$ cat config.mk
export PLATFORM = sky130hd
export DESIGN_NAME = main_bus_ctrl
export DESIGN_NICKNAME = d
export VERILOG_FILES = /design/src/hdl/sys86_pkg.sv /design/src/hdl/main_bus_ctrl.sv /design/src/hdl/tile_layer_latch.sv /design/src/hdl/vblank_irq_watchdog.sv /design/src/hdl/cus41_decode.sv
export SDC_FILE = /design/constraint.sdc
export NUM_CORES = 1
export LEC_CHECK = 0
export ABC_AREA = 1
export BUFFER_PORTS_ARGS = -buffer_cell sky130_fd_sc_hd__buf_2
export CORE_MARGIN = 2
export CORE_UTILIZATION = 52
export CTS_CLUSTER_DIAMETER = 150
export CTS_CLUSTER_SIZE = 16
export DETAILED_ROUTE_END_ITERATION = 12
export GPL_ROUTABILITY_DRIVEN = 0
export PLACE_DENSITY = 0.78
export SYNTH_ARGS = -nofsm -noshare
export SYNTH_HDL_FRONTEND = slang
export SYNTH_SLANG_ARGS = --single-unit
$ cat constraint.sdc
create_clock -name clk_6m -period 1.68 [get_ports clk_6m]
set_input_delay 0.42 -clock clk_6m [delete_from_list [all_inputs] [get_ports clk_6m]]
set_output_delay 0.42 -clock clk_6m [all_outputs]
set_load 0.1 [all_outputs]
$ cat src/hdl/sys86_pkg.sv
`default_nettype none

package sys86_pkg;

	////////////////////////////////////////////////////////////////////////////
	// Main CPU bus
	////////////////////////////////////////////////////////////////////////////

	// One main CPU cycle, presented for a single clock
	typedef struct packed {
		logic        valid;  // Cycle strobe
		logic [15:0] addr;
		logic        we;     // High for a write
		logic [7:0]  data;   // Write data
	} bus_req_t;

	// Decoded region of one cycle
	typedef enum logic [3:0] {
		reg_none,
		reg_spr_ram,
		reg_vram1,
		reg_vram2,
		reg_bank_rom,
		reg_main_rom,
		reg_wdog_kick,
		reg_irq_ack,
		reg_lth0,
		reg_lth1
	} region_e;

	// Registered one-cycle chip selects
	typedef struct packed {
		logic mcs2;       // Sprite RAM
		logic mcs0;       // Video RAM 1
		logic mcs1;       // Video RAM 2
		logic mcs4;       // Bank ROM read
		logic mrom;       // Main ROM read
		logic wdog_kick;
		logic irq_ack;
		logic lth0;       // Tile layer latch bank 0
		logic lth1;       // Tile layer latch bank 1
	} chip_sel_t;

	// Contents of one tile layer latch bank, in offset order
	typedef struct packed {
		logic [7:0] pri_xhi_a;
		logic [7:0] scroll_x_a;
		logic [7:0] scroll_y_a;
		logic [7:0] rom_bank;
		logic [7:0] pri_xhi_b;
		logic [7:0] scroll_x_b;
		logic [7:0] scroll_y_b;
	} layer_regs_t;

	////////////////////////////////////////////////////////////////////////////
	// Address map on addr[15:11]
	////////////////////////////////////////////////////////////////////////////

	// Lower bounds of the RAM and ROM windows
	localparam logic [4:0] map_vram1_lo    = 5'b00100;  // 2000h
	localparam logic [4:0] map_vram2_lo    = 5'b01000;  // 4000h
	localparam logic [4:0] map_bank_rom_lo = 5'b01100;  // 6000h
	localparam logic [4:0] map_main_rom_lo = 5'b10000;  // 8000h

	// Write-only control pages inside the ROM space
	localparam logic [4:0] map_wdog_kick   = 5'b10000;  // 8000h
	localparam logic [4:0] map_irq_ack     = 5'b10001;  // 8800h
	localparam logic [4:0] map_lth0        = 5'b11010;  // D000h
	localparam logic [4:0] map_lth1        = 5'b11011;  // D800h

	// Latch register offsets on addr[2:0]
	localparam logic [2:0] off_pri_xhi_a  = 3'd0;
	localparam logic [2:0] off_scroll_x_a = 3'd1;
	localparam logic [2:0] off_scroll_y_a = 3'd2;
	localparam logic [2:0] off_rom_bank   = 3'd3;
	localparam logic [2:0] off_pri_xhi_b  = 3'd4;
	localparam logic [2:0] off_scroll_x_b = 3'd5;
	localparam logic [2:0] off_scroll_y_b = 3'd6;

endpackage

`default_nettype wire
$ cat src/hdl/main_bus_ctrl.sv
`timescale 1ns/1ps
`default_nettype none

module main_bus_ctrl #(
	parameter int watchdog_width = 8
) (
	input  wire                      clk_6m,
	input  wire                      reset,
	input  wire sys86_pkg::bus_req_t bus,
	input  wire                      vblk,
	output sys86_pkg::chip_sel_t     cs,
	output logic                     sint,
	output logic                     mreset,
	output sys86_pkg::layer_regs_t   layer0,
	output sys86_pkg::layer_regs_t   layer1
);

	// Latch payload shared by both banks
	logic [2:0] wr_offset;
	logic [7:0] wr_data;

	////////////////////////////////////////////////////////////////////////////
	// Decode and control
	////////////////////////////////////////////////////////////////////////////

	cus41_decode i_cus41_decode (
		.clk_6m    (clk_6m),
		.reset     (reset),
		.bus       (bus),
		.cs        (cs),
		.wr_offset (wr_offset),
		.wr_data   (wr_data)
	);

	vblank_irq_watchdog #(
		.watchdog_width (watchdog_width)
	) i_vblank_irq_watchdog (
		.clk_6m    (clk_6m),
		.reset     (reset),
		.vblk      (vblk),
		.irq_ack   (cs.irq_ack),
		.wdog_kick (cs.wdog_kick),
		.sint      (sint),
		.mreset    (mreset)
	);

	////////////////////////////////////////////////////////////////////////////
	// Tile layer latches
	////////////////////////////////////////////////////////////////////////////

	// Bank 0 at D000h
	tile_layer_latch i_tile_layer_latch_0 (
		.clk_6m    (clk_6m),
		.reset     (reset),
		.wr_en     (cs.lth0),
		.wr_offset (wr_offset),
		.wr_data   (wr_data),
		.regs      (layer0)
	);

	// Bank 1 at D800h
	tile_layer_latch i_tile_layer_latch_1 (
		.clk_6m    (clk_6m),
		.reset     (reset),
		.wr_en     (cs.lth1),
		.wr_offset (wr_offset),
		.wr_data   (wr_data),
		.regs      (layer1)
	);

endmodule

`default_nettype wire

$ cat src/hdl/tile_layer_latch.sv
`timescale 1ns/1ps
`default_nettype none

module tile_layer_latch (
	input  wire                    clk_6m,
	input  wire                    reset,
	input  wire                    wr_en,
	input  wire [2:0]              wr_offset,
	input  wire [7:0]              wr_data,
	output sys86_pkg::layer_regs_t regs
);

	import sys86_pkg::*;

	////////////////////////////////////////////////////////////////////////////
	// Register bank
	////////////////////////////////////////////////////////////////////////////

	// Offsets 0 to 2 are layer A scroll and priority
	// Offset 3 picks the ROM bank
	// Offsets 4 to 6 are layer B scroll and priority
	always_ff @(posedge clk_6m) begin
		if (reset) begin
			regs <= '0;
		end else if (wr_en) begin
			case (wr_offset)
				off_pri_xhi_a: begin
					regs.pri_xhi_a <= wr_data;
				end
				off_scroll_x_a: begin
					regs.scroll_x_a <= wr_data;
				end
				off_scroll_y_a: begin
					regs.scroll_y_a <= wr_data;
				end
				off_rom_bank: begin
					regs.rom_bank <= wr_data;
				end
				off_pri_xhi_b: begin
					regs.pri_xhi_b <= wr_data;
				end
				off_scroll_x_b: begin
					regs.scroll_x_b <= wr_data;
				end
				off_scroll_y_b: begin
					regs.scroll_y_b <= wr_data;
				end
				default: begin
					// Offset 7 has no register behind it
					regs <= regs;
				end
			endcase
		end
	end

endmodule

`default_nettype wire

$ cat src/hdl/vblank_irq_watchdog.sv
`timescale 1ns/1ps
`default_nettype none

module vblank_irq_watchdog #(
	parameter int watchdog_width = 8
) (
	input  wire  clk_6m,
	input  wire  reset,
	input  wire  vblk,
	input  wire  irq_ack,
	input  wire  wdog_kick,
	output logic sint,
	output logic mreset
);

	logic                      vblk_q;     // Current vblk sample
	logic                      vblk_qq;    // Previous vblk sample
	logic                      vblk_rise;
	logic [watchdog_width-1:0] wdog_cnt;

	////////////////////////////////////////////////////////////////////////////
	// Vertical blank edge detect
	////////////////////////////////////////////////////////////////////////////

	always_ff @(posedge clk_6m) begin
		if (reset) begin
			vblk_q  <= 1'b0;
			vblk_qq <= 1'b0;
		end else begin
			vblk_q  <= vblk;
			vblk_qq <= vblk_q;
		end
	end

	// High for one cycle after a new blank is sampled
	assign vblk_rise = vblk_q & ~vblk_qq;

	////////////////////////////////////////////////////////////////////////////
	// Interrupt latch
	////////////////////////////////////////////////////////////////////////////

	// Set beats clear when both land together
	always_ff @(posedge clk_6m) begin
		if (reset) begin
			sint <= 1'b0;
		end else if (vblk_rise) begin
			sint <= 1'b1;
		end else if (irq_ack) begin
			sint <= 1'b0;
		end
	end

	////////////////////////////////////////////////////////////////////////////
	// Watchdog
	////////////////////////////////////////////////////////////////////////////

	// Counts blanks since the last kick
	// Rolls over to zero past the all-ones value
	always_ff @(posedge clk_6m) begin
		if (reset) begin
			wdog_cnt <= '0;
		end else if (wdog_kick) begin
			wdog_cnt <= '0;
		end else if (vblk_rise) begin
			wdog_cnt <= wdog_cnt + 1'b1;
		end
	end

	// Reset request once half the count range is used up
	assign mreset = wdog_cnt[watchdog_width-1];

endmodule

`default_nettype wire

$ cat src/hdl/cus41_decode.sv
`timescale 1ns/1ps
`default_nettype none

module cus41_decode (
	input  wire                  clk_6m,
	input  wire                  reset,
	input  wire sys86_pkg::bus_req_t bus,
	output sys86_pkg::chip_sel_t cs,
	output logic [2:0]           wr_offset,
	output logic [7:0]           wr_data
);

	import sys86_pkg::*;

	bus_req_t   bus_q;   // Cycle captured at the first edge
	logic [4:0] page;    // 2K page of the captured address
	region_e    region;

	////////////////////////////////////////////////////////////////////////////
	// Input stage
	////////////////////////////////////////////////////////////////////////////

	// Capture the CPU cycle at the first edge
	always_ff @(posedge clk_6m) begin
		if (reset) begin
			bus_q.valid <= 1'b0;
		end else begin
			bus_q <= bus;
		end
	end

	assign page = bus_q.addr[15:11];

	////////////////////////////////////////////////////////////////////////////
	// Region decode
	////////////////////////////////////////////////////////////////////////////

	// RAM windows answer both directions
	// ROM windows answer reads and control pages answer writes
	always_comb begin
		region = reg_none;
		if (bus_q.valid) begin
			if (page < map_vram1_lo) begin
				region = reg_spr_ram;
			end else if (page < map_vram2_lo) begin
				region = reg_vram1;
			end else if (page < map_bank_rom_lo) begin
				region = reg_vram2;
			end else if (page < map_main_rom_lo) begin
				// Writes into bank ROM go nowhere
				region = bus_q.we ? reg_none : reg_bank_rom;
			end else if (!bus_q.we) begin
				region = reg_main_rom;
			end else if (page == map_wdog_kick) begin
				region = reg_wdog_kick;
			end else if (page == map_irq_ack) begin
				region = reg_irq_ack;
			end else if (page == map_lth0) begin
				region = reg_lth0;
			end else if (page == map_lth1) begin
				region = reg_lth1;
			end
		end
	end

	////////////////////////////////////////////////////////////////////////////
	// Strobe stage
	////////////////////////////////////////////////////////////////////////////

	// One-hot strobes for a single cycle
	always_ff @(posedge clk_6m) begin
		if (reset) begin
			cs <= '0;
		end else begin
			cs <= '0;
			case (region)
				reg_spr_ram:   cs.mcs2      <= 1'b1;
				reg_vram1:     cs.mcs0      <= 1'b1;
				reg_vram2:     cs.mcs1      <= 1'b1;
				reg_bank_rom:  cs.mcs4      <= 1'b1;
				reg_main_rom:  cs.mrom      <= 1'b1;
				reg_wdog_kick: cs.wdog_kick <= 1'b1;
				reg_irq_ack:   cs.irq_ack   <= 1'b1;
				reg_lth0:      cs.lth0      <= 1'b1;
				reg_lth1:      cs.lth1      <= 1'b1;
				default:       cs           <= '0;
			endcase
		end
	end

	// Latch payload travels alongside the strobe
	always_ff @(posedge clk_6m) begin
		wr_offset <= bus_q.addr[2:0];
		wr_data   <= bus_q.data;
	end

endmodule

`default_nettype wire

==> reports/summary.md, run 1 <==
The finished cells cover 0.007467 mm². Following the worst setup path forward leads to its endpoint at layer0[31]. Counting cells, the worst reg-to-reg path comes to 4. The tools report the worst slew margin relative to its limit as 0.5118. STA puts the critical path data required time at 1260 ps. The fraction of layout cells with a size suffix above 1 is 0.2417, and the maximum resistive drop on vdd is 0.5817 mV. The aggregate global routing overflow is 0.

By startpoint and endpoint, the worst setup path is classified as reg -> out. For this run, the slowest stage of the critical path takes 380 ps. Before CTS, the worst setup slack after placement is 195.5 ps.

Across all layers, the routed design uses 4889 vias. The Yosys step of the flow raised 0 warnings. The share of the clock period used by the worst path is 0.9700.

In the post-route analysis, the smallest setup slack over all paths is 50.36 ps. The run finished with clean final reports. CTS clock-pin slew for the worst setup and hold paths: 60 ps. The estimated wirelength of the detail-placed design was 9.045 mm; the routed length per instance was 14.82 µm.

For the achievable frequency, the log shows 0.6136 GHz. In this run the worst hold path is classified as in -> reg. After synthesis the cells add up to 0.005700 mm². Relative area change from synthesis to final layout: 30.99%. The number of buffer cells added on primary ports came out at 143.

The number of antenna diodes in the final layout is 0. The run gives 4406 as the number of global-route vias before repair. The endpoint of the worst-slack reg-to-reg timing path was i_tile_layer_latch_0.regs[21].

The total global routing track utilization was 0.2367; the ratio of total power to cell area was 1119 mW/mm². Setup repair after global routing could not meet its margin everywhere. Clock skew on the completed layout was measured at 9.318 ps. CTS built an H-tree with a depth of 4.

The clock period minus final worst setup slack is 1630 ps. The tools report the capturing element type of the critical path as a primary output. The number of detailed-route iterations in the first pass came out at 6. For the pin with the worst max-slew slack, the measured transition is 731.3 ps. The initial antenna violation count is 0, and the worst endpoint data arrival time is 1210 ps. Logic depth of the worst path, buffers included: 1.

Counting every net in the synthesized netlist gives 696. The largest individual stage delay along the critical path comes from the cell dfxtp_1. In this run the critical register-to-register path is launched from i_cus41_decode.wr_offset[1].

After floorplanning, the core was divided into 38 placement rows. For the worst-skew pair, the clock arrives at the later sink with an insertion delay of 530 ps. The instance count of the mapped netlist came out at 666.

Tracing the worst setup path back leads to its startpoint at i_tile_layer_latch_0.regs[31]. The tool flagged a number of max-cap violations equal to 0. The first-pass GRT wire length was 21.26 mm; the via-per-instance ratio was 5.119. The clock net in this run drives a total of 161 sinks. The longest clock path from root to sink contains 2 buffers. For this block, the routed nets add up to 14.15 mm of wire. Once placement finished, the instance area stood at 0.006502 mm².

The final number of hold-violating endpoints came out at 0. The logs give 815 for the number of fill cells in the layout and 921 for the cell count after placement. The register bit total from synthesis is 161, and the number of stages on the worst hold path is 1. The horizontal extent of the die is 108.7 µm. Entering global routing, the biggest net connects 70 pins.

The run gives 0.5305 as the initial cell density of the core. The overall die height works out to 108.7 µm. Broken down by cell family, the worst path's largest delay share belongs to flip-flops. STA classifies the critical path startpoint as a flip-flop. The number of top-level design ports was 152. In the layout the commonest cells are dfxtp_1, buf_4, o21ai_0, nor2_1, inv_1. The finished layout holds 955 standard cells, fillers aside. The run gives 3.149 nW as the leakage dissipation. For the sequential cell area fraction in the yosys report, the log shows 0.5953. The tools report the internal reg-to-reg setup slack as 110 ps.

In the routed design, unresolved DRC markers number 0. The number of max-slew violations in the final report is 0, and the hold-fix buffer count after cts is 0. The die area was 0.01182 mm². The count of nets left with antenna violations once routing finished came out at 0. The highest fanout seen on the critical path is 2, and the critical path buffer and inverter count is 1. The per-instance average area after synthesis works out to 8.559 µm². The most common cell after layout, fill and taps aside is dfxtp_1. Counting distinct cell types in the post-synthesis netlist gives 21.

In this run, the number of DRC markers left after iteration 0 of detailed routing was 381. TritonCTS built the clock tree. The CTS buffer count was 17; the core area was 0.01075 mm². Clock tree synthesis selected as its root buffer the cell clkbuf_8. Walking the worst path, the cells encountered are buf_4. Setup violations remaining at the end of the flow were counted as 0. For this run, the post-layout net count is 832.
## stage by stage
stage | util | setup TNS, ps | hold slack, ps | total power, mW
after floorplan | - | 0 | 323.3 | 4.307
after global placement | 0.6051 | 0 | 324.6 | 4.402
after detailed placement | 0.6051 | 0 | 326.9 | 4.419
after CTS | 0.6931 | -1.603 | 44.26 | 8.408
after global routing | 0.6949 | -495.7 | 46.59 | 8.597
final | 0.6949 | 0 | 65.50 | 8.358
## what timing repair did
| action | in CTS | in global routing |
|---|---|---|
| setup buffers | 0 | 2 |
| setup endpoints to repair | 123 | 14 |
| gates resized for setup | 126 | 1 |
| hold endpoints to repair | 0 | 0 |
| pin swaps | 0 | 0 |
## synthesized netlist by cell type (all sizes together)
cell	count	area share
nor3	1	0.0029
clkbuf	9	0.0059
a21oi	83	0.073
nor2	99	0.073
dfxtp	144	0.51
o21ai	100	0.088
nand4	4	0.0044
edfxtp	17	0.090
ha	1	0.0022
buf	27	0.028
nand3	34	0.030
inv	93	0.061
xor2	2	0.0031
nand2	52	0.034
## power by group
part | switching (mW) | total (mW) | internal, mW
Sequential | 0.118 | 4.07 | 3.95
Combinational | 0.190 | 0.270 | 0.0806
Clock | 1.53 | 4.02 | 2.49
Total | 1.84 | 8.36 | 6.52
## routing by layer
metal / wire length, µm / vias to the layer above / track usage
met2: 6966 / 209 / 0.3964
met1: 5852 / 2231 / 0.2875
met4: 279 / 0 / 0.09890
li1: - / 2417 / -
met5: 0 / - / 0
met3: 1052 / 32 / 0.06515
## how the worst min path moves through the flow
stage	start	to	slack (ps)
2_1_floorplan	i_cus41_decode.bus_q[0]	i_cus41_decode.wr_data[0]	320
3_3_place_gp	i_cus41_decode.bus_q[5]	i_cus41_decode.wr_data[5]	320
3_5_place_dp	i_cus41_decode.bus_q[0]	i_cus41_decode.wr_data[0]	330
4_1_cts	bus[4]	i_cus41_decode.bus_q[4]	40
5_1_grt	bus[7]	i_cus41_decode.bus_q[7]	50
6_report	bus[4]	i_cus41_decode.bus_q[4]	70
## layout make-up
class | count | area (µm²) | share of cell area
clock buffers | 22 | 484.2 | 0.06485
clock inverters | 10 | 145.1 | 0.01944
inverters | 93 | 349.1 | 0.04675
multi-input cells | 376 | 1772 | 0.2373
flip-flops and latches | 161 | 3398 | 0.4551
well taps | 140 | 175.2 | 0.02346
repair buffers | 153 | 1144 | 0.1532
## sequential cells by signal, summed over array words and instances, names as in the netlist
| signal | cells |
|---|---|
| i_vblank_irq_watchdog.vblk_q | 1 |
| i_vblank_irq_watchdog.wdog_cnt | 8 |
| i_cus41_decode.wr_offset | 3 |
| i_tile_layer_latch_0.regs | 56 |
| i_tile_layer_latch_1.regs | 56 |
| i_vblank_irq_watchdog.vblk_qq | 1 |
| i_cus41_decode.wr_data | 8 |
| i_vblank_irq_watchdog.sint | 1 |
| i_cus41_decode.bus_q | 18 |
| i_cus41_decode.cs | 9 |
## cells by family after synthesis
kind of cell    count (synthesis)  synth area share
simple gates                  190            0.1440
flops                         161            0.5953
compound gates                183            0.1607
xor+xnor                        2          0.003073
fa+ha+maj                       1          0.002195
buf+inv                       129           0.09482
Power figures use the tool's default switching activity.
==> inputs of run 2 (changes only) <==
--- a/constraint.sdc
+++ b/constraint.sdc
@@ -3,2 +3,2 @@
 set_output_delay 0.42 -clock clk_6m [all_outputs]
-set_load 0.1 [all_outputs]
+set_load 0.05 [all_outputs]
==> run 2 against run 1 <==
Effect of this change:
- die area did not move
- clock-buffer cell count fell by 5
- hold slack improved by 0.57 ps
- combinational power fell by 10%
- routed wire length fell by 6.4%
- first-iteration DRC count fell by 6.3%
- largest power group unchanged
- register-to-register slack improved by 40 ps
- critical path depth did not move
- global-route usage fell by 1.1 points
==> reports/summary.md, run 2 (synthesis results as in run 1) <==
The leakage dissipation is 3.133 nW (-0.52%). The number of max-slew violations in the final report came out at 0 (unchanged). From synthesis to final layout, the design area changed by 23.70%. The ratio of total power to cell area is 1127 mW/mm² (+0.65%), and the detailed-route via count is 4778 (-2.3%). In the layout the commonest cells are dfxtp_1, buf_2, o21ai_0, nor2_1, inv_1. The critical path buffer and inverter count is 1 (unchanged). The tools report the estimated wirelength of the detail-placed design as 9.045 mm (unchanged). The tools report the post-route DRC violation count as 0 (unchanged).

The largest stage delay on the critical path works out to 430 ps (+50 ps). Setup repair after global routing could not meet its margin everywhere. The fraction of layout cells with a size suffix above 1 was 0.2386 (-0.003095). The clock period minus final worst setup slack was 1603 ps (-26.20 ps).

The overall die height was 108.7 µm (unchanged). Clock tree skew after final layout: 6.224 ps (-3.094 ps). The H-tree level count was 4 (unchanged).

Via-per-instance ratio: 5.014 (-2.1%). Wire length reported by the detailed router: 13.25 mm (-6.4%). The worst setup path is launched from a flip-flop. The logs give 1180 ps (-30 ps) for the worst endpoint data arrival time and 17 (unchanged) for the CTS buffer count. The aggregate global routing overflow came out at 0 (unchanged).

The area of combinational cells with multiple inputs came out at 0.001767 mm² (-0.28%). The library cell used most frequently in the layout, excluding fill and tap cells, is dfxtp_1. CTS placed an instance of clkbuf_8 at the clock tree root. The overall power consumption is 7.944 mW (-5.0%), and the number of top-level design ports is 152 (unchanged). The launching element of the worst setup path was i_cus41_decode.cs[0].

The routed length per instance is 13.90 µm (-6.2%), and the insertion delay to the later sink of the worst-skew pair is 520 ps (about the same). The logs give 6 (unchanged) for the number of detailed-route iterations in the first pass and 0.003396 mm² (about the same) for the sequential cell area in the final layout. The worst setup path is of the reg -> out kind.

The number of buffer cells added on primary ports is 143 (unchanged), and the max-capacitance violation count is 0 (unchanged). The final number of hold-violating endpoints is 0 (unchanged), and the internal reg-to-reg setup slack is 150 ps (+40 ps). The tools report the largest net degree at the start of global routing as 70 (unchanged).

The number of clock sinks was 161 (unchanged). The tools report the maximum resistive drop on vdd as 0.6705 mV (+15%). For the achievable frequency, the log shows 0.6237 GHz (+1.6%).

TritonCTS built the clock tree. The number of antenna diodes is 0 (unchanged). The die area came out at 0.01182 mm² (unchanged). Capture point of the worst path: cs[0].

Startpoint of the worst-slack reg-to-reg timing path: i_cus41_decode.wr_offset[0]. For this design, the slowest cell found on the critical path is dfxtp_2. The starting DRC count in detailed routing was 357 (-6.3%); the worst slew margin relative to its limit was 0.5347 (+0.02287).

The largest registers in the layout are i_tile_layer_latch_0.regs: 56 flops, i_tile_layer_latch_1.regs: 56 flops, i_cus41_decode.bus_q: 18 flops. Initial cell density of the core: 0.5305 (unchanged). The gate family responsible for the most delay along the worst path was flip-flops. The share of the core filled with cells in the final layout came out at 0.6563 (-0.03866). The logic depth of the worst path, buffers included is 1 (unchanged). The tightest min-delay check is of the in -> reg type. The share of the clock period used by the worst path works out to 0.9544 (-0.01560). The worst setup path is captured at a primary output. The number of setup violations in the final report was 0 (unchanged); the data required time at the worst endpoint was 1260 ps (about the same).

The critical path goes through buf_4. The endpoint of the worst-slack reg-to-reg timing path was i_tile_layer_latch_0.regs[8]. The run gives 0 (unchanged) as the initial antenna violation count.

The run finished with clean final reports. The first-pass GRT wire length is 20.43 mm (-3.9%), and the CTS clock-pin slew for the worst setup and hold paths is 70 ps (about the same). The number of global-route vias before repair was 4340 (-1.5%); the hold-fix buffer count after cts was 0 (unchanged). The floorplan row count came out at 38 (unchanged).

For the final layout net count, the log shows 830 (-0.24%). For the total global routing track utilization, the log shows 0.2254 (-0.01131). The highest fanout seen on the critical path is 7 (+5). Horizontal extent of the die: 108.7 µm (unchanged). The core area is 0.01075 mm² (unchanged), and the worst reg2reg path depth is 5 (+1).

The tools report the number of fill cells in the layout as 875 (+7.4%). The remaining number of nets flagged by the antenna check after routing is 0 (unchanged). Buffer levels on the longest clock path: 2 (unchanged). The slew at the pin with the worst max-slew slack was 697.1 ps (-34.26 ps).
[run 2: worst min-delay path by stage]
stage	start	to	slack (ps)	cells past startpoint
global route	bus[9]	i_cus41_decode.bus_q[9]	50	1
detailed placement	i_cus41_decode.bus_q[9]	i_cus41_decode.wr_offset[0]	330	0
floorplan	i_cus41_decode.bus_q[0]	i_cus41_decode.wr_data[0]	320	0
finish	bus[23]	i_cus41_decode.bus_q[23]	70	1
CTS	bus[7]	i_cus41_decode.bus_q[7]	40	1
global placement	i_cus41_decode.bus_q[5]	i_cus41_decode.wr_data[5]	330	0
[run 2: per-layer routing]
layer,routed length (µm),global-route usage
met1,5621,0.2799
met3,840,0.05081
met5,0,0
met4,184,0.09890
met2,6598,0.3763
[run 2: power breakdown]
part	switching, mW	total [mW]	internal, mW
sequential	0.113	4.07	3.95
combinational	0.162	0.242	0.0800
clock	1.62	3.64	2.02
total	1.90	7.94	6.05
[run 2: repair_timing]
item                                   4_1_cts  5_1_grt
buffers inserted                             0        0
endpoints found under the hold margin        0        0
gates resized for setup                      4        0
cloned                                       0        0
setup endpoints to repair                    2       13
[run 2: final cells by class]
cell class,count,area share
clock buffers,17,0.05873
clock inverters,15,0.02058
inverters,93,0.04950
multi-input cells,376,0.2505
flip-flops and latches,161,0.4815
well taps,140,0.02484
repair buffers,151,0.1143
[run 2: per-stage QoR]
step                hold WS (ps)  instance area, µm²  worst slack [ps]  setup TNS (ps)  instances
floorplan                  323.3                5700             257.6               0        666
global placement           325.5                6485             240.1               0        921
detailed placement         326.9                6485             188.3               0        921
CTS                        40.96                7052             45.58               0        953
global route               46.21                7052            -53.73          -320.9        953
finish                     66.07                7052             76.56               0        953
==> inputs of run 3 (changes only) <==
Settings changed: PLACE_DENSITY 0.78 to 0.79.
==> run 3 against run 2 <==
Effect of this change:
- register-to-register slack barely moved
- non-clock buffer count rose by 2
- highest routed layer unchanged
- global-route usage rose by 0.34 points
- sequential share of layout area fell by 0.22 points
- cell count rose by 0.21%
- sequential power barely moved
- total power rose by 2.1%
- critical endpoint is now layer1[21]
- clock-buffer cell count rose by 6
- core utilization rose by 0.30 points
- flip-flop and latch count did not move
- clock skew rose by 3.5 ps
- design area rose by 0.46%
==> reports/summary.md, run 3 (synthesis results as in run 1) <==
The initial cell density of the core was 0.5305 (unchanged); the H-tree level count was 4 (unchanged). The run gives 5 (-1) as the number of detailed-route iterations in the first pass. The critical path buffer and inverter count was 1 (unchanged); the core area was 0.01075 mm² (unchanged). The final instance count without filler cells came out at 955 (+0.21%).

The final critical-path setup slack was 86.50 ps (+9.940 ps). The number of global-route vias before repair was 4318 (-0.51%). The run gives 13.13 mm (-0.85%) as the wire length reported by the detailed router. The number of antenna diodes is 0 (unchanged), and the number of setup violations in the final report is 0 (unchanged). The remaining number of nets flagged by the antenna check after routing is 0 (unchanged), and the CTS clock-pin slew for the worst setup and hold paths is 60 ps (about the same). The worst endpoint data arrival time came out at 1170 ps (about the same).

The logs give 0.6276 GHz (+0.62%) for the achievable frequency and 8.931 mm (-1.3%) for the estimated wirelength of the detail-placed design. Starting DRC count in detailed routing: 405 (+13%). The data required time at the worst endpoint is 1260 ps (about the same). TritonCTS built the clock tree. The tools report the number of clock sinks as 161 (unchanged). The run gives 0 (unchanged) as the aggregate global routing overflow. The highest fanout seen on the critical path is 2 (-5), and the die area is 0.01182 mm² (unchanged). The clock period minus final worst setup slack came out at 1593 ps (-9.940 ps). The share of power burned in the clock network is 0.468 (+0.010), and the internal power component is 6.377 mW (+5.4%). The kind of cell with the highest combined delay along the critical path is flip-flops. The library cells used most frequently in the layout, excluding fill and tap cells, are dfxtp_1, buf_2, o21ai_0, nor2_1, inv_1.

The clock tree skew after final layout is 9.752 ps (+3.528 ps). The library cell used most frequently in the layout, excluding fill and tap cells, is dfxtp_1. The insertion delay to the later sink of the worst-skew pair came out at 520 ps (about the same). The routed length per instance is 13.75 µm (-1.1%), and the number of top-level design ports is 152 (unchanged). The tools report the cell count after placement as 923 (+0.22%). The run gives 4815 (+0.77%) as the detailed-route via count. The logs give 906 (+3.5%) for the number of fill cells in the layout and 17 (unchanged) for the CTS buffer count. The worst setup path is launched from a flip-flop. Max-capacitance violation count: 0 (unchanged).

The ratio of total power to cell area is 1145 mW/mm² (+1.6%), and the final number of hold-violating endpoints is 0 (unchanged). CTS placed an instance of clkbuf_8 at the clock tree root. The logs give 0 (unchanged) for the number of max-slew violations in the final report and 0.2287 (+0.003393) for the total global routing track utilization. The post-route DRC violation count is 0 (unchanged). Largest stage delay on the critical path: 380 ps (-50 ps).

The leakage dissipation is 3.128 nW (-0.17%). For the largest net degree at the start of global routing, the log shows 69 (-1.4%). The floorplan row count is 38 (unchanged), and the net switching power is 1.732 mW (-8.7%). The fraction of layout cells with a size suffix above 1 works out to 0.2368 (-0.001813). STA classifies the critical path endpoint as a primary output. The number of buffer cells added on primary ports is 143 (unchanged), and the relative area change from synthesis to final layout is 24.28%.

The slew at the pin with the worst max-slew slack was 750.0 ps (+52.91 ps); the share of the clock period used by the worst path was 0.9485 (-0.005917). The setup TNS after final layout is 0 ps (unchanged), and the horizontal extent of the die is 108.7 µm (unchanged). The worst slack at placement came out at 165.9 ps (-22.35 ps). Initial antenna violation count: 0 (unchanged).

The overall die height was 108.7 µm (unchanged); the worst slew margin relative to its limit was 0.4993 (-0.03532). The run gives 74.06 ps (+7.992 ps) as the worst-case hold slack. The largest registers in the layout are i_tile_layer_latch_0.regs: 56 flops, i_tile_layer_latch_1.regs: 56 flops, i_cus41_decode.bus_q: 18 flops. The run gives 832 (+0.24%) as the final layout net count. The relative contribution of combinational cells to total power was 0.032 (about the same); the via-per-instance ratio was 5.042 (+0.56%).

Classification of the worst-slack hold path: in -> reg. The flow ran to the end, and the final reports show no timing, DRC or antenna violations. Share of the core filled with cells in the final layout: 0.6593 (+0.003027). The switching part of the total power was 0.2136 (-0.02519).

Traced cell by cell, the critical path runs through buf_2. On the critical path, the stage with the largest delay is an instance of dfxtp_1. The buffer levels on the longest clock path was 2 (unchanged). For the maximum resistive drop on vdd, the log shows 0.6015 mV (-10%). Path type of the worst setup path: reg -> out. The share of power burned in registers was 0.499 (-0.013). The first-pass GRT wire length is 20.76 mm (+1.6%). Setup repair after global routing could not meet its margin everywhere.
[run 3: timing repair]
item,in CTS,in global routing
setup buffers,0,0
gates cloned,0,0
setup endpoints to repair,2,11
pin swaps,0,0
gates resized for setup,4,0
hold buffers,0,0
[run 3: path summary, 6_finish.rpt]
| check | start | slack [ps] | depth (start not counted) | end |
|---|---|---|---|---|
| max | i_tile_layer_latch_1.regs[21] | 90 | 1 | layer1[21] |
| min | bus[8] | 70 | 1 | i_cus41_decode.bus_q[8] |
| max reg2reg | i_cus41_decode.wr_offset[1] | 160 | 4 | i_tile_layer_latch_0.regs[49] |
| min reg2reg | i_cus41_decode.bus_q[7] | 340 | 0 | i_cus41_decode.wr_data[7] |
[run 3: layout make-up]
class	instances	area [µm²]	share of cell area
Sequential cell	161	3396	0.4793
Tap cell	140	175.2	0.02473
Clock buffer	23	456.7	0.06446
Clock inverter	9	132.6	0.01872
Timing Repair Buffer	153	808.3	0.1141
Multi-Input combinational cell	376	1767	0.2494
Inverter	93	349.1	0.04928
[run 3: per-layer routing]
layer / up-vias / track usage / share of wire
met1: 2204 / 0.2917 / 0.44
met5: - / 0 / 0
met2: 181 / 0.3688 / 0.48
li1: 2415 / - / -
met3: 15 / 0.06635 / 0.073
met4: 0 / 0.08700 / 0.012
[run 3: power groups by stage]
stage | registers, mW | logic, mW | clock network [mW]
global route | 4.06 | 0.297 | 4.01
detailed placement | 4.13 | 0.263 | 0
finish | 4.05 | 0.263 | 3.80
global placement | 4.13 | 0.253 | 0
floorplan | 4.09 | 0.192 | 0
CTS | 4.05 | 0.264 | 3.84
[run 3: worst register-to-register path: stages, from the launching register on]
cell and delay (ps):
dfxtp_1 330, nor2_1 250, nand3_1 430, o21ai_0 300, a21oi_1 80
[run 3: metrics by stage]
stage               power [mW]  area (µm²)
global placement         4.383        6487
CTS                      8.156        7084
floorplan                4.283        5700
finish                   8.109        7084
global route             8.363        7084
detailed placement       4.395        6487
